### config.mk
export PLATFORM = sky130hd
export DESIGN_NAME = ice_app_top
export DESIGN_NICKNAME = d
export VERILOG_FILES = /design/src/host_msg_pkg.sv /design/src/sd_blk_pkg.sv /design/src/host_link_shifter.sv /design/src/host_cmd_decoder.sv /design/src/sd_datin_capture.sv /design/src/blk_buf_arbiter.sv /design/src/blk_buf_ram.sv /design/src/ice_app_top.sv
export SDC_FILE = /design/constraint.sdc
export NUM_CORES = 1
export LEC_CHECK = 0
export BUFFER_PORTS_ARGS = -buffer_cell sky130_fd_sc_hd__buf_2
export CAP_MARGIN = 20
export CORE_MARGIN = 2
export CORE_UTILIZATION = 30
export DETAILED_ROUTE_END_ITERATION = 12
export PLACE_DENSITY = 0.51
export SLEW_MARGIN = 20
export SYNTH_ARGS = -nofsm -noshare
export SYNTH_HDL_FRONTEND = slang
export SYNTH_SLANG_ARGS = --single-unit
### constraint.sdc
create_clock -name sd_datInWrite_clk -period 5.7 [get_ports sd_datInWrite_clk]
set_input_delay 0.285 -clock sd_datInWrite_clk [delete_from_list [all_inputs] [get_ports sd_datInWrite_clk]]
set_output_delay 0.285 -clock sd_datInWrite_clk [all_outputs]
set_load 0.01 [all_outputs]
### src/host_msg_pkg.sv
package host_msg_pkg;

    // ============================================================
    // Message and response framing
    // ============================================================
    localparam int MSG_LEN     = 64;
    localparam int RESP_LEN    = 64;
    localparam int MSG_TYPE_W  = 8;                     // Type byte on top of the message
    localparam int MSG_ARG_LEN = MSG_LEN - MSG_TYPE_W;  // 56-bit argument below it

    typedef logic [MSG_LEN-1:0]  msg_t;
    typedef logic [RESP_LEN-1:0] resp_t;

    // Bit 7 set means the host expects a response
    typedef enum logic [MSG_TYPE_W-1:0] {
        MSG_NOP            = 8'h00,
        MSG_LED_SET        = 8'h02,
        MSG_SD_BLOCK_CLEAR = 8'h05,
        MSG_ECHO           = 8'h81,
        MSG_SD_STATUS      = 8'h83,
        MSG_SD_READ_WORD   = 8'h84
    } msg_type_e;

    // ============================================================
    // Argument fields
    // ============================================================
    localparam int ARG_LED_LSB    = 0;
    localparam int ARG_LED_W      = 4;
    localparam int ARG_RD_IDX_LSB = 0;  // Width follows the buffer address

    // ============================================================
    // Response fields
    // ============================================================
    localparam int RESP_ECHO_LSB         = 0;   // Argument copied here, top byte zero
    localparam int RESP_STATUS_DONE_BIT  = 63;
    localparam int RESP_STATUS_COUNT_LSB = 8;   // Bits 13..8
    localparam int RESP_STATUS_MODE_LSB  = 0;   // Bits 3..0
    localparam int RESP_WORD_LSB         = 0;

endpackage

### src/sd_blk_pkg.sv
package sd_blk_pkg;

    // One 512-bit SD block held as 16-bit words
    localparam int BLK_WORDS = 32;

    // CMD6 status block carries the access mode in word 8
    localparam int CMD6_WORD_IDX   = 8;
    localparam int CMD6_NIBBLE_LSB = 8;    // Bits 11..8 of that word

    typedef logic [15:0]                  sd_word_t;
    typedef logic [$clog2(BLK_WORDS)-1:0] blk_addr_t;
    typedef logic [$clog2(BLK_WORDS):0]   blk_count_t;    // 0 to BLK_WORDS
    typedef logic [3:0]                   access_mode_t;

endpackage

### src/host_link_shifter.sv
`timescale 1ns/1ps

module host_link_shifter
    import host_msg_pkg::*;
#(
    parameter int RESP_TURNAROUND = 2   // Cycles from resp_valid to first driven bit
) (
    input  logic  sd_datInWrite_clk,
    input  logic  sd_datInWrite_rst_,
    input  logic  spi_data_in,
    output logic  msg_valid,
    output msg_t  msg,
    input  logic  resp_valid,
    input  resp_t resp,
    output logic  spi_data_out,
    output logic  spi_data_out_en
);

    // Counter must hold message length, response length and turnaround
    localparam int LEN_MAX = (MSG_LEN > RESP_LEN) ? MSG_LEN : RESP_LEN;
    localparam int CNT_MAX = (RESP_TURNAROUND > LEN_MAX) ? RESP_TURNAROUND : LEN_MAX;
    localparam int CNT_W   = $clog2(CNT_MAX);

    typedef enum logic [1:0] {
        ST_IDLE,
        ST_MSG_IN,
        ST_TURNAROUND,
        ST_RESP_OUT
    } link_state_e;

    link_state_e      state;
    logic [CNT_W-1:0] bit_cnt;
    resp_t            resp_sr;

    // ============================================================
    // Link FSM
    // ============================================================
    always_ff @(posedge sd_datInWrite_clk or negedge sd_datInWrite_rst_) begin
        if (!sd_datInWrite_rst_) begin
            state     <= ST_IDLE;
            bit_cnt   <= '0;
            msg_valid <= 1'b0;
        end else begin
            msg_valid <= 1'b0;
            case (state)
                ST_IDLE: begin
                    if (resp_valid) begin
                        // A turnaround below 2 collapses to the one-cycle minimum
                        if (RESP_TURNAROUND < 2) begin
                            state   <= ST_RESP_OUT;
                            bit_cnt <= CNT_W'(RESP_LEN - 1);
                        end else begin
                            state   <= ST_TURNAROUND;
                            bit_cnt <= CNT_W'(RESP_TURNAROUND - 2);
                        end
                    end else if (spi_data_in) begin   // Start bit, line idles low
                        state   <= ST_MSG_IN;
                        bit_cnt <= CNT_W'(MSG_LEN - 1);
                    end
                end
                ST_MSG_IN: begin
                    if (bit_cnt == '0) begin
                        msg_valid <= 1'b1;  // Last bit shifted in this edge
                        state     <= ST_IDLE;
                    end else begin
                        bit_cnt <= bit_cnt - 1'b1;
                    end
                end
                ST_TURNAROUND: begin
                    if (bit_cnt == '0) begin
                        state   <= ST_RESP_OUT;
                        bit_cnt <= CNT_W'(RESP_LEN - 1);
                    end else begin
                        bit_cnt <= bit_cnt - 1'b1;
                    end
                end
                ST_RESP_OUT: begin
                    if (bit_cnt == '0) state <= ST_IDLE;
                    else               bit_cnt <= bit_cnt - 1'b1;
                end
                default: state <= ST_IDLE;
            endcase
        end
    end

    // Shift registers, MSB first in both directions
    always_ff @(posedge sd_datInWrite_clk) begin
        if (state == ST_MSG_IN) msg <= {msg[MSG_LEN-2:0], spi_data_in};

        if (state == ST_IDLE && resp_valid) begin
            resp_sr <= resp;
        end else if (state == ST_RESP_OUT) begin
            resp_sr <= {resp_sr[RESP_LEN-2:0], 1'b0};
        end
    end

    assign spi_data_out_en = (state == ST_RESP_OUT);
    assign spi_data_out    = spi_data_out_en & resp_sr[RESP_LEN-1];  // Low when not driving

endmodule

### src/host_cmd_decoder.sv
`timescale 1ns/1ps

module host_cmd_decoder
    import host_msg_pkg::*;
    import sd_blk_pkg::*;
(
    input  logic                 sd_datInWrite_clk,
    input  logic                 sd_datInWrite_rst_,
    input  logic                 msg_valid,
    input  msg_t                 msg,
    output logic                 resp_valid,
    output resp_t                resp,
    output logic [ARG_LED_W-1:0] led,
    output logic                 blk_clear,
    output logic                 rd_req,
    output blk_addr_t            rd_addr,
    input  logic                 rd_valid,
    input  sd_word_t             rd_data,
    input  logic                 block_done,
    input  blk_count_t           word_count,
    input  access_mode_t         access_mode
);

    typedef enum logic {
        ST_IDLE,
        ST_READ_WAIT
    } dec_state_e;

    dec_state_e state;
    msg_type_e  msg_type;
    logic       resp_load;  // Response register takes a new value this cycle

    // Unknown codes fall to the default branch below
    assign msg_type = msg_type_e'(msg[MSG_LEN-1 -: MSG_TYPE_W]);

    // ============================================================
    // Control FSM
    // ============================================================
    always_ff @(posedge sd_datInWrite_clk or negedge sd_datInWrite_rst_) begin
        if (!sd_datInWrite_rst_) begin
            state      <= ST_IDLE;
            resp_valid <= 1'b0;
            blk_clear  <= 1'b0;
            rd_req     <= 1'b0;
            led        <= '0;
        end else begin
            resp_valid <= 1'b0;
            blk_clear  <= 1'b0;
            case (state)
                ST_IDLE: begin
                    if (msg_valid) begin
                        case (msg_type)
                            MSG_LED_SET:        led <= msg[ARG_LED_LSB +: ARG_LED_W];
                            MSG_SD_BLOCK_CLEAR: blk_clear <= 1'b1;
                            MSG_ECHO,
                            MSG_SD_STATUS:      resp_valid <= 1'b1;
                            MSG_SD_READ_WORD: begin
                                rd_req <= 1'b1;     // Held until the arbiter answers
                                state  <= ST_READ_WAIT;
                            end
                            default: ;              // Nop and unknown types
                        endcase
                    end
                end
                ST_READ_WAIT: begin
                    if (rd_valid) begin
                        rd_req     <= 1'b0;
                        resp_valid <= 1'b1;
                        state      <= ST_IDLE;
                    end
                end
                default: state <= ST_IDLE;
            endcase
        end
    end

    assign resp_load = (state == ST_IDLE && msg_valid) || (state == ST_READ_WAIT && rd_valid);

    // ============================================================
    // Response and read address
    // ============================================================
    always_ff @(posedge sd_datInWrite_clk) begin
        if (resp_load) begin
            resp <= '0;
            if (state == ST_READ_WAIT) begin
                resp[RESP_WORD_LSB +: $bits(sd_word_t)] <= rd_data;
            end else if (msg_type == MSG_ECHO) begin
                resp[RESP_ECHO_LSB +: MSG_ARG_LEN] <= msg[MSG_ARG_LEN-1:0];
            end else if (msg_type == MSG_SD_STATUS) begin
                resp[RESP_STATUS_DONE_BIT]                          <= block_done;
                resp[RESP_STATUS_COUNT_LSB +: $bits(blk_count_t)]   <= word_count;
                resp[RESP_STATUS_MODE_LSB +: $bits(access_mode_t)]  <= access_mode;
            end
        end

        if (state == ST_IDLE && msg_valid && msg_type == MSG_SD_READ_WORD) begin
            rd_addr <= msg[ARG_RD_IDX_LSB +: $bits(blk_addr_t)];
        end
    end

endmodule

### src/sd_datin_capture.sv
`timescale 1ns/1ps

module sd_datin_capture
    import sd_blk_pkg::*;
(
    input  logic         sd_datInWrite_clk,
    input  logic         sd_datInWrite_rst_,
    input  logic         sd_datin_trigger,
    input  sd_word_t     sd_datin_data,
    output logic         sd_datin_ready,
    input  logic         blk_clear,
    output logic         wr_req,
    output blk_addr_t    wr_addr,
    output sd_word_t     wr_data,
    output logic         block_done,
    output blk_count_t   word_count,
    output access_mode_t access_mode
);

    logic accept;

    // Triggers while the block is full are dropped
    assign accept = sd_datin_trigger && sd_datin_ready;

    // Word goes to the buffer in its own trigger cycle
    assign wr_req  = accept;
    assign wr_addr = word_count[$bits(blk_addr_t)-1:0];
    assign wr_data = sd_datin_data;

    // ============================================================
    // Word counter and CMD6 access mode
    // ============================================================
    always_ff @(posedge sd_datInWrite_clk or negedge sd_datInWrite_rst_) begin
        if (!sd_datInWrite_rst_) begin
            word_count  <= '0;
            access_mode <= '0;
        end else begin
            if (blk_clear) begin
                word_count <= '0;   // Access mode survives a clear
            end else if (accept) begin
                word_count <= word_count + 1'b1;
            end

            if (accept && word_count == blk_count_t'(CMD6_WORD_IDX)) begin
                access_mode <= sd_datin_data[CMD6_NIBBLE_LSB +: $bits(access_mode_t)];
            end
        end
    end

    // Both follow the registered count, so they move one cycle after the last word
    assign block_done     = (word_count == blk_count_t'(BLK_WORDS));
    assign sd_datin_ready = !block_done;

endmodule

### src/blk_buf_arbiter.sv
`timescale 1ns/1ps

module blk_buf_arbiter
    import sd_blk_pkg::*;
(
    input  logic      sd_datInWrite_clk,
    input  logic      sd_datInWrite_rst_,
    input  logic      wr_req,
    input  blk_addr_t wr_addr,
    input  sd_word_t  wr_data,
    input  logic      rd_req,
    input  blk_addr_t rd_addr,
    output logic      rd_valid,
    output sd_word_t  rd_data,
    output logic      ram_we,
    output blk_addr_t ram_addr,
    output sd_word_t  ram_wdata,
    input  sd_word_t  ram_rdata
);

    logic rd_grant;

    // Writes always win. A read also waits while its result is on the way back
    assign rd_grant = rd_req && !wr_req && !rd_valid;

    // ============================================================
    // Port mux
    // ============================================================
    assign ram_we    = wr_req;
    assign ram_addr  = wr_req ? wr_addr : rd_addr;
    assign ram_wdata = wr_data;

    // Read in flight, valid the cycle after the grant
    always_ff @(posedge sd_datInWrite_clk or negedge sd_datInWrite_rst_) begin
        if (!sd_datInWrite_rst_) begin
            rd_valid <= 1'b0;
        end else begin
            rd_valid <= rd_grant;
        end
    end

    // RAM output register holds the granted word during rd_valid
    assign rd_data = ram_rdata;

endmodule

### src/blk_buf_ram.sv
`timescale 1ns/1ps

module blk_buf_ram
    import sd_blk_pkg::*;
(
    input  logic      sd_datInWrite_clk,
    input  logic      ram_we,
    input  blk_addr_t ram_addr,
    input  sd_word_t  ram_wdata,
    output sd_word_t  ram_rdata
);

    sd_word_t mem [BLK_WORDS];

    // Single port, old data on a write cycle
    always_ff @(posedge sd_datInWrite_clk) begin
        if (ram_we) begin
            mem[ram_addr] <= ram_wdata;
        end
        ram_rdata <= mem[ram_addr];
    end

endmodule

### src/ice_app_top.sv
`timescale 1ns/1ps

module ice_app_top
    import host_msg_pkg::*;
    import sd_blk_pkg::*;
#(
    parameter int RESP_TURNAROUND = 2
) (
    input  logic       sd_datInWrite_clk,
    input  logic       sd_datInWrite_rst_,
    input  logic       spi_data_in,
    output logic       spi_data_out,
    output logic       spi_data_out_en,
    output logic [3:0] led,
    input  logic       sd_datin_trigger,
    input  sd_word_t   sd_datin_data,
    output logic       sd_datin_ready
);

    // Host link to decoder
    logic         msg_valid;
    msg_t         msg;
    logic         resp_valid;
    resp_t        resp;

    // Capture status and buffer traffic
    logic         blk_clear;
    logic         block_done;
    blk_count_t   word_count;
    access_mode_t access_mode;
    logic         wr_req;
    blk_addr_t    wr_addr;
    sd_word_t     wr_data;
    logic         rd_req;
    blk_addr_t    rd_addr;
    logic         rd_valid;
    sd_word_t     rd_data;

    // RAM port
    logic         ram_we;
    blk_addr_t    ram_addr;
    sd_word_t     ram_wdata;
    sd_word_t     ram_rdata;

    // ============================================================
    // Host command path
    // ============================================================
    host_link_shifter #(
        .RESP_TURNAROUND(RESP_TURNAROUND)
    ) i_host_link_shifter (
        .sd_datInWrite_clk (sd_datInWrite_clk),
        .sd_datInWrite_rst_(sd_datInWrite_rst_),
        .spi_data_in       (spi_data_in),
        .msg_valid         (msg_valid),
        .msg               (msg),
        .resp_valid        (resp_valid),
        .resp              (resp),
        .spi_data_out      (spi_data_out),
        .spi_data_out_en   (spi_data_out_en)
    );

    host_cmd_decoder i_host_cmd_decoder (
        .sd_datInWrite_clk (sd_datInWrite_clk),
        .sd_datInWrite_rst_(sd_datInWrite_rst_),
        .msg_valid         (msg_valid),
        .msg               (msg),
        .resp_valid        (resp_valid),
        .resp              (resp),
        .led               (led),
        .blk_clear         (blk_clear),
        .rd_req            (rd_req),
        .rd_addr           (rd_addr),
        .rd_valid          (rd_valid),
        .rd_data           (rd_data),
        .block_done        (block_done),
        .word_count        (word_count),
        .access_mode       (access_mode)
    );

    // ============================================================
    // SD data-in and block buffer
    // ============================================================
    sd_datin_capture i_sd_datin_capture (
        .sd_datInWrite_clk (sd_datInWrite_clk),
        .sd_datInWrite_rst_(sd_datInWrite_rst_),
        .sd_datin_trigger  (sd_datin_trigger),
        .sd_datin_data     (sd_datin_data),
        .sd_datin_ready    (sd_datin_ready),
        .blk_clear         (blk_clear),
        .wr_req            (wr_req),
        .wr_addr           (wr_addr),
        .wr_data           (wr_data),
        .block_done        (block_done),
        .word_count        (word_count),
        .access_mode       (access_mode)
    );

    blk_buf_arbiter i_blk_buf_arbiter (
        .sd_datInWrite_clk (sd_datInWrite_clk),
        .sd_datInWrite_rst_(sd_datInWrite_rst_),
        .wr_req            (wr_req),
        .wr_addr           (wr_addr),
        .wr_data           (wr_data),
        .rd_req            (rd_req),
        .rd_addr           (rd_addr),
        .rd_valid          (rd_valid),
        .rd_data           (rd_data),
        .ram_we            (ram_we),
        .ram_addr          (ram_addr),
        .ram_wdata         (ram_wdata),
        .ram_rdata         (ram_rdata)
    );

    blk_buf_ram i_blk_buf_ram (
        .sd_datInWrite_clk(sd_datInWrite_clk),
        .ram_we           (ram_we),
        .ram_addr         (ram_addr),
        .ram_wdata        (ram_wdata),
        .ram_rdata        (ram_rdata)
    );

endmodule

# --- Yosys cells after proc, flatten, opt, wreduce, memory -nomap -nowiden ---
# Memories as Yosys holds them, arrays and structs flattened. A register that Yosys moved wholly into a read port is not among the register bits.
# Cells that the tools add are included.
classes:
  n_reduce_logical: 24
  n_eq_ne: 17
  bitwise: 4
  addsub: 2
  mux: 41
ops:
  columns: ["operator", "n"]
  rows:
  - ["$mux 64", 2]
  - ["$mux 6", 8]
  - ["$eq 8x8->1 const B", 3]
  - ["$pmux 6 s3", 1]
  - ["$mux 1", 16]
  - ["$mux 16", 1]
  - ["$mux 4", 3]
  - ["$mux 2", 5]
  - ["$reduce_and 3->1", 3]
  - ["$eq 8x2->1 const B", 1]
  - ["$eq 8x3->1 const B", 1]
  - ["$logic_and 1x1->1", 8]
  - ["$add 6x1->6 const B", 1]
  - ["$eq 6x4->1 const B", 1]
  - ["$eq 6x6->1 const B", 1]
  - ["$logic_not 6->1", 1]
  - ["$ne 2x1->1 const B", 3]
  - ["$ne 2x2->1 const B", 3]
  - ["$pmux 1 s2", 3]
  - ["$pmux 2 s3", 1]
  - ["$reduce_or 2->1", 3]
  - ["$sub 6x1->6 const B", 1]
  - ["$mux 5", 1]
  - ["$eq 2x2->1 const B", 2]
  - ["other kinds (10)", 15]
word_totals:
  input_bits: 20
  wordCells: 107
  out_inout_bits: 7
  memories: 1
  register_bits: 218
  mem_bits_rw: 512
mem_list:
  columns: ["name", "words", "word_bits", "rd", "rd_clocked_by_memory_dff", "write_ports", "line_no", "source"]
  rows:
  - ["i_blk_buf_ram.mem", 32, 16, 1, 1, 1, "blk_buf_ram.sv:13", "sd_word_t mem [BLK_WORDS];"]

# --- Longest topological paths before layout ---
# Gate-level depths: netlist (run 1).
depth:
  ltp_word: 6
  ltp_mapped: 14
  ltp_nobuf: 9

# --- By module ---
# Synthesis (run 1) repeated with hierarchy kept, for this count alone.
unflattened:
  cells_unflattened: 1800
  area_unflattened_um2: 29361.9
by_module_without_submodules:
  columns: ["module", "seq_area_each_um2", "area_per_inst_um2", "cells_each", "n_inst"]
  rows:
  - ["blk_buf_ram", 15695.1, 20096.8, 1086, 1]
  - ["host_link_shifter", 4068.9, 5225.0, 392, 1]
  - ["host_cmd_decoder", 2062.0, 2942.8, 204, 1]
  - ["sd_datin_capture", 250.2, 730.7, 77, 1]
  - ["blk_buf_arbiter", 25.0, 366.6, 41, 1]

# --- Worst setup path before layout (run 1) ---
# No wires, ideal clock.
synth_path:
  kind: "register to register"
  start: "register i_host_link_shifter.state[0]"
  end: "register i_host_link_shifter.msg[0] (enable)"
  path_buffers: 1
  t_required_ns: 5.206
  stages_incl_launch_ff: 3
  setup_time_ns: 0.494
  arrival_ns: 3.472
  synth_period_minus_slack_ns: 3.966
  slack_ns: 1.734
  cell_sequence: "dfrtp_1 clkbuf_1 nor2b_1"
synth_between:
  elab_chain_len: 1
synth_lines:
  columns: ["element", "line_no", "source"]
  rows:
  - ["from (decl)", "host_link_shifter.sv:31", "link_state_e state;"]
  - ["from (signal assigned)", "host_link_shifter.sv:40", "state <= ST_IDLE;"]
  - ["from (signal assigned)", "host_link_shifter.sv:50", "state <= ST_RESP_OUT;"]
  - ["from (signal assigned)", "host_link_shifter.sv:53", "state <= ST_TURNAROUND;"]
  - ["$eq 2x1->1", "host_link_shifter.sv:88", "if (state == ST_MSG_IN) msg <= {msg[MSG_LEN-2:0], spi_data_in};"]
  - ["to (signal assigned)", "host_link_shifter.sv:88", null]
  - ["to (decl)", "host_link_shifter.sv:12", "output msg_t msg,"]
# Every way passes these cells.
# A chain may end at the register's enable or synchronous reset.

# --- Worst setup path after layout (run 1) ---
layout_path:
  start: "register i_sd_datin_capture.word_count[0]"
  end: "register i_blk_buf_ram.ram_rdata[1] (read register of i_blk_buf_ram.mem)"
layout_between:
  elab_chain_len: 4
layout_lines:
  columns: ["element", "line_no", "source"]
  rows:
  - ["from (decl)", "sd_datin_capture.sv:16", "output blk_count_t word_count,"]
  - ["from (signal assigned)", "sd_datin_capture.sv:41", "word_count <= word_count + 1'b1;"]
  - ["$eq 6x6->1", "sd_datin_capture.sv:51", "assign block_done = (word_count == blk_count_t'(BLK_WORDS));"]
  - ["$logic_not 1->1", "sd_datin_capture.sv:52", "assign sd_datin_ready = !block_done;"]
  - ["$logic_and 1x1->1", "sd_datin_capture.sv:23", "assign accept = sd_datin_trigger && sd_datin_ready;"]
  - ["$mux 5 (*)", "blk_buf_arbiter.sv:30", "assign ram_addr = wr_req ? wr_addr : rd_addr;"]
  - ["to (decl)", "blk_buf_ram.sv:10", "output sd_word_t ram_rdata"]
# Mark *: on every way between the ends. The rest lies on a longest branch, timed or not.

==> results of run 1 <==
## metal layers
layer | track usage (%) | up-vias | share of wire, %
met1 | 23.9 | 12855 | 44
met2 | 27.8 | 849 | 46
met3 | 2.98 | 199 | 6.2
li1 | - | 10862 | -
met5 | 0 | - | 0
met4 | 6.60 | 0 | 3.7
## worst max-delay path, cell delays in order, from the launching register on
cell	delay [ns]
dfrtp_4	0.70
buf_4	0.79
buf_4	0.94
mux2i_1	0.26
o22ai_1	0.09
a221o_1	0.29
a22o_1	0.30
nor4_1	0.79
nand4_1	0.20
## final cells by class
| cell class | count | share of cell area (%) |
|---|---|---|
| diodes | 2 | 0.0123 |
| inverters | 8 | 0.0739 |
| repair buffers | 114 | 2.17 |
| well taps | 1612 | 4.96 |
| flip-flops and latches | 746 | 54.4 |
| clock buffers | 117 | 5.47 |
| clock inverters | 31 | 0.742 |
| multi-input cells | 1684 | 32.2 |
## sequential cells by signal, indices dropped and copies added (netlist names)
register,flops
i_blk_buf_ram.mem,512
i_host_link_shifter.msg,64
i_host_link_shifter.resp_sr,64
i_host_cmd_decoder.resp,57
i_blk_buf_ram.ram_rdata,16
i_host_link_shifter.bit_cnt,6
i_sd_datin_capture.word_count,6
i_host_cmd_decoder.rd_addr,5
i_host_cmd_decoder.led,4
i_sd_datin_capture.access_mode,4
i_host_link_shifter.state,2
i_blk_buf_arbiter.rd_valid,1
i_host_cmd_decoder.blk_clear,1
i_host_cmd_decoder.rd_req,1
i_host_cmd_decoder.resp_valid,1
i_host_cmd_decoder.state,1
i_host_link_shifter.msg_valid,1
## power breakdown
part | switching, mW | total [mW] | internal, mW
clock | 2.24 | 5.10 | 2.87
combinational | 2.22 | 3.48 | 1.26
sequential | 0.398 | 6.92 | 6.52
## synth_stat cells (8+ instances only)
library cell  number  share of area, %
dfxtp_1           16              0.89
a22oi_1           20              0.42
buf_1             53              0.55
dfrtp_1           28               1.9
nand2b_1           8              0.14
nor2_1            60              0.62
nor2b_1            8              0.14
inv_1              8             0.083
nor4_2             8              0.28
nand4_1           16              0.28
nor4_1            11              0.19
o22ai_1          272               4.7
o32ai_1           17              0.41
nor3_1            36              0.50
buf_2             54              0.75
o31ai_1           11              0.23
a221o_1          130               3.6
edfxtp_1         702                58
mux2i_1          525                15
o311a_1           13              0.36
mux2_2             8              0.25
a22o_1            23              0.56
a21oi_1           27              0.37
o21ai_0           22              0.31
nand2_1          220               2.3
and2_1            49              0.85
a221oi_1         134               3.3
clkbuf_1         119               1.2
## cell families (layout without fill, tap and decap cells)
group	count (synthesis)	count (layout)	synth area share, %
simple gates	445	445	5.91
fa+ha+maj	3	3	0.104
xor+xnor	6	6	0.146
flops	746	746	61.3
buf+inv	239	270	2.78
mux	533	533	14.8
other cells	0	2	0
compound gates	697	697	14.9
## metrics by stage
| stage | hold slack [ns] | cells | util [%] | cell area (µm²) | setup WS (ns) |
|---|---|---|---|---|---|
| floorplan | -0.0106 | 2669 | - | 36000 | 1.73 |
| CTS | 0.198 | 4312 | 34.0 | 40600 | 1.17 |
| finish | 0.240 | 4314 | 34.0 | 40600 | 1.05 |
| detailed placement | 0.381 | 4162 | 31.9 | 38100 | 1.15 |
| global placement | 0.372 | 4153 | 31.8 | 37900 | 0.913 |
| global route | 0.247 | 4312 | 34.0 | 40600 | 0.929 |
## worst min path at each step
stage / from / end / slack [ns] / cells past startpoint
3_5_place_dp: sd_datInWrite_rst_ / i_host_link_shifter.state[0] / 0.38 / 1
5_1_grt: sd_datin_data[0] / i_blk_buf_ram.mem[8][0] / 0.25 / 1
3_3_place_gp: sd_datInWrite_rst_ / i_host_link_shifter.state[1] / 0.37 / 1
6_report: sd_datin_data[0] / i_blk_buf_ram.mem[8][0] / 0.24 / 1
4_1_cts: sd_datin_data[0] / i_blk_buf_ram.mem[8][0] / 0.20 / 1
2_1_floorplan: sd_datInWrite_rst_ / i_blk_buf_arbiter.rd_valid / -0.01 / 0
==> reports/metrics.yaml, run 1 <==
outcome:
  status: "finished, final reports clean"
clock_network:
  cts_inserted_buffers: 82
  ctsResizeCount: 0
  insertion_delay_ns: 0.65
  hold_buffers: 2
  post_cts_buffers: 0
  cts_tree: "done"
  htree_levels: 3
  clkSlewWorstSetupHoldPaths_ns: 0.06
  ctsLongestPathBuffers: 3
  root_buffer: "clkbuf_16"
  clock_sinks: 746
grt:
  grt_pass1_wl_mm: 163
  track_usage_pct: 17.5
  grt_pass1_vias: 24245
  antenna_found_initial: 0
  grt_max_degree: 164
  grt.overflow.total: 0
drt:
  dr.pass1.iters: 6
  ant_nets: 0
  routedWlPerCell_um: 25.5
  route.vias.total: 24765
  drt_iter0_markers: 2627
  via_per_inst: 5.74
  wirelength_mm: 110
  drc: 0
die:
  core_area_um2: 119000
  die_y_um: 351
  rows: 127
  die_width_um: 351
  ios: 27
  die_area_um2: 123000
  initial_core_util_pct: 30.2
cells_and_area:
  fillers: 11660
  final_common_cell: "edfxtp_1"
  seq_area_um2: 22100
  syn_to_final_growth_pct: 12.8
  nets: 2659
  final_cell_mix: "edfxtp_1 (702), mux2i_1 (525), o22ai_1 (272), nand2_1 (217)"
  multiInputGateArea_um2: 13100
  drive_above_1_share_pct: 9.93
worst_setup_path:
  r2r_slack_ns: 1.05
  r2r_start: "i_sd_datin_capture.word_count[0]"
  crit_arrival_ns: 5.15
  crit_path_end_kind: "flip-flop"
  cp_max_fo: 55
  reg2reg_depth: 8
  critPathCapture: "i_blk_buf_ram.ram_rdata[1]"
  worstPathRequired_ns: 6.20
  r2r_end: "i_blk_buf_ram.ram_rdata[1]"
  crit_path_start: "i_sd_datin_capture.word_count[0]"
  startpoint_type: "flip-flop"
  crit_type: "flip-flop to flip-flop"
power_and_ir_drop:
  vdd_ir_drop_max_v: 0.000316
  p_leak_nw: 13.8
  finalPower_mw: 15.5
  cellPowerDensity_nw_per_um2: 381
timing:
  max_freq_ghz: 0.215
  rsz0062_at_grt: "false"
  min_period_over_period_pct: 81.5
  worst_slew_pin_slew_ns: 1.11
  slew_viol_final: 0
  finalClockSkew_ns: 0.0420
  finalWorstPathRequiredPeriod_ns: 4.65
  finalSetupTns_ns: 0
  hold_viol: 0
  setup_viol: 0
  relSlewSlack_pct: 25.5
synth:
  synth_area_um2: 36000
  synth-edff-count: 702
  synthCells: 2669
  yosys_warnings: 0
  syn_nets: 2692
  ys.flop_type: "edfxtp_1"
  avgSynthCellArea_um2: 13.5
  ys_seq_area_share_pct: 61.3
  synth_seq_cells: 746
  async_flop_share_pct: 3.75
  synth_cell_types: 66
place:
  dp_hpwl_mm: 63.4
  io_buffers: 26
  gp_congestion: 0.816
run:
  cap_violations: 0
worst_hold_path:
  hp-class: "input port to flip-flop"
(Power assumes the default switching activity.)
==> run 2, diff against run 1 <==
--- a/config.mk
+++ b/config.mk
@@ -10,7 +10,7 @@
 export CORE_MARGIN = 2
 export CORE_UTILIZATION = 30
 export DETAILED_ROUTE_END_ITERATION = 12
-export PLACE_DENSITY = 0.51
+export PLACE_DENSITY = 0.52
 export SLEW_MARGIN = 20
 export SYNTH_ARGS = -nofsm -noshare
 export SYNTH_HDL_FRONTEND = slang
==> constraint.sdc (replaced) <==
create_clock -name sd_datInWrite_clk -period 4.1 [get_ports sd_datInWrite_clk]
set_input_delay 0.205 -clock sd_datInWrite_clk [delete_from_list [all_inputs] [get_ports sd_datInWrite_clk]]
set_output_delay 0.205 -clock sd_datInWrite_clk [all_outputs]
set_load 0.01 [all_outputs]
==> reports/metrics.yaml, run 2 (synthesis gave the netlist of run 1 again) <==
cells_and_area:
  fillers: 11567  # -0.80%
  multiInputGateArea_um2: 13000  # -0.52%
  final_core_util_pct: 34.4  # +0.35 points
  syn_to_final_growth_pct: 13.9
  largest_reg_flops: 512  # unchanged
  reg_top3: "i_blk_buf_ram.mem x512, i_host_link_shifter.msg x64, i_host_link_shifter.resp_sr x64"
  nets: 2707  # +1.8%
  regMostFlops: "i_blk_buf_ram.mem"
  fin_area_um2: 41100  # +1.0%
  final_cells: 4361  # +1.1%
  final_common_cell: "edfxtp_1"
  final_cell_mix: "edfxtp_1 (702), mux2i_1 (525), o22ai_1 (272), nand2_1 (217), a221oi_1 (134)"
  drive_above_1_share_pct: 11.5  # +1.6 points
  seq_area_um2: 22100  # unchanged
power_and_ir_drop:
  pwr-share-clk_pct: 32.7  # -0.2 points
  cellPowerDensity_nw_per_um2: 529  # +39%
  combPwrFrac_pct: 23.5  # +1.0 points
  netSwitchingFraction_pct: 31.1  # -0.18 points
  p_switching_mw: 6.77  # +39%
  p_leak_nw: 14.1  # +2.2%
  power_frac_seq_pct: 43.7  # -0.9 points
  vdd_ir_drop_max_v: 0.000320  # +1.3%
  finalPower_mw: 21.7  # +40%
  internal-power_mw: 15.0  # +41%
outcome:
  status: "finished, final reports clean"
die:
  die_width_um: 351  # unchanged
  die_y_um: 351  # unchanged
  core_area_um2: 119000  # unchanged
  die_area_um2: 123000  # unchanged
  ios: 27  # unchanged
  initial_core_util_pct: 30.2  # unchanged
  rows: 127  # unchanged
drt:
  route.vias.total: 24824  # +0.24%
  drc: 0  # unchanged
  dr.pass1.iters: 6  # unchanged
  routedWlPerCell_um: 25.0  # -2.1%
  ant_nets: 0  # unchanged
  wirelength_mm: 109  # -1.0%
  via_per_inst: 5.69  # -0.84%
  drt_iter0_markers: 2420  # -7.9%
worst_hold_path:
  hold_path_depth: 1  # unchanged
  hp-class: "input port to flip-flop"
timing:
  holdWs_ns: 0.144  # -0.0962 ns
  setup_viol: 0  # unchanged
  min_period_over_period_pct: 96.8  # +15 points
  max_freq_ghz: 0.252  # +17%
  finalSetupTns_ns: 0  # unchanged
  finalClockSkew_ns: 0.0420  # +0.0000262 ns
  slew_viol_final: 0  # unchanged
  hold_viol: 0  # unchanged
  rsz0062_at_grt: "false"
  finalWorstPathRequiredPeriod_ns: 3.97  # -0.679 ns
  worst_slew_pin_slew_ns: 1.07  # -0.0357 ns
  relSlewSlack_pct: 28.7  # +3.2 points
  worst_slack_ns: 0.131  # -0.921 ns
clock_network:
  htree_levels: 3  # unchanged
  clock_sinks: 746  # unchanged
  cts_inserted_buffers: 84  # +2.4%
  insertion_delay_ns: 0.66  # about the same
  cts_tree: "done"
  clkSlewWorstSetupHoldPaths_ns: 0.06  # about the same
  ctsLongestPathBuffers: 3  # unchanged
  root_buffer: "clkbuf_16"
worst_setup_path:
  max_stage_delay_ns: 0.51  # -0.43 ns
  crit_type: "flip-flop to flip-flop"
  cp_max_fo: 25  # -55%
  startpoint_type: "flip-flop"
  path_cells: "inv_1 -> ha_1 -> nand2b_1 -> nand2_4 -> buf_4 -> o22ai_1 -> a221oi_1 -> o32ai_1 -> buf_4 -> nor4_2 -> nand4_1"
  cp_num_cells: 11  # +3
  reg2reg_depth: 11  # +3
  slowest_stage: "nor4_2"
  crit_family: "simple AND/OR/NAND/NOR gates"
  cpMostUsedCell: "buf_4"
  worstPathRequired_ns: 4.62  # -1.58 ns
  crit_arrival_ns: 4.49  # -0.66 ns
  crit_buf_inv: 3  # +1
  crit_path_end_kind: "flip-flop"
place:
  dp_hpwl_mm: 63.9  # +0.78%
  gp_congestion: 0.883  # +8.3%
  place_area_um2: 38500  # +1.0%
  place_inst: 4208  # +1.1%
  io_buffers: 26  # unchanged
  place_ws_ns: 0.0703  # -1.08 ns
grt:
  grt_max_degree: 141  # -14%
  antenna_found_initial: 7  # +7
  grt_pass1_wl_mm: 162  # -0.78%
  grt.overflow.total: 0  # unchanged
  track_usage_pct: 17.4  # -0.16 points
  grt_pass1_vias: 24338  # +0.38%
run:
  cap_violations: 0  # unchanged
## run 2: cell count changes in the layout (fill, tap and decap cells not counted), sizes merged
cell / before / now
buf: 112 / 158
clkinv: 25 / 38
clkbuf: 117 / 106
bufinv: 3 / 2
clkinvlp: 0 / 1
diode: 2 / 1
## run 2: path summary, 6_finish.rpt
kind	to	slack (ns)	from
worst max-delay path	i_blk_buf_ram.ram_rdata[12]	0.13	i_sd_datin_capture.word_count[0]
worst min-delay path	i_blk_buf_ram.mem[8][15]	0.14	sd_datin_data[15]
worst max register to register	i_blk_buf_ram.ram_rdata[12]	0.13	i_sd_datin_capture.word_count[0]
worst min register to register	i_host_link_shifter.msg[30]	0.42	i_host_link_shifter.msg[29]
max in group asynchronous	i_sd_datin_capture.word_count[0]	3.34	sd_datInWrite_rst_
min in group asynchronous	i_host_link_shifter.state[1]	0.23	sd_datInWrite_rst_
## run 2: repair_timing
item                                    in CTS  in global routing
endpoints found under the setup margin       0                  1
resized for setup                            0                  1
endpoints found under the hold margin       30                  0
hold buffers                                 2                  0
buffers inserted                             0                  0
## run 2: power by group through the flow
stage | combinational [mW] | sequential, mW | clock, mW
floorplan | 3.28 | 9.43 | 0
global placement | 4.99 | 9.63 | 0
detailed placement | 5.07 | 9.65 | 0
CTS | 5.09 | 9.50 | 7.27
global route | 5.41 | 9.58 | 7.56
finish | 5.12 | 9.51 | 7.11
## run 2: area by class of cell
cell class / count / area share (%)
repair buffers: 160 / 3.26
flip-flops and latches: 746 / 53.8
inverters: 8 / 0.0731
diodes: 1 / 0.00609
clock inverters: 44 / 0.789
clock buffers: 106 / 5.45
multi-input cells: 1684 / 31.7
well taps: 1612 / 4.91
## run 2: per-layer routing
metal | vias to the layer above | track usage (%) | wire length, µm
met1 | 12865 | 23.7 | 48300
met2 | 800 | 28.1 | 51100
met4 | 8 | 5.40 | 3180
met3 | 175 | 2.93 | 6320
met5 | - | 0 | 48
li1 | 10976 | - | -
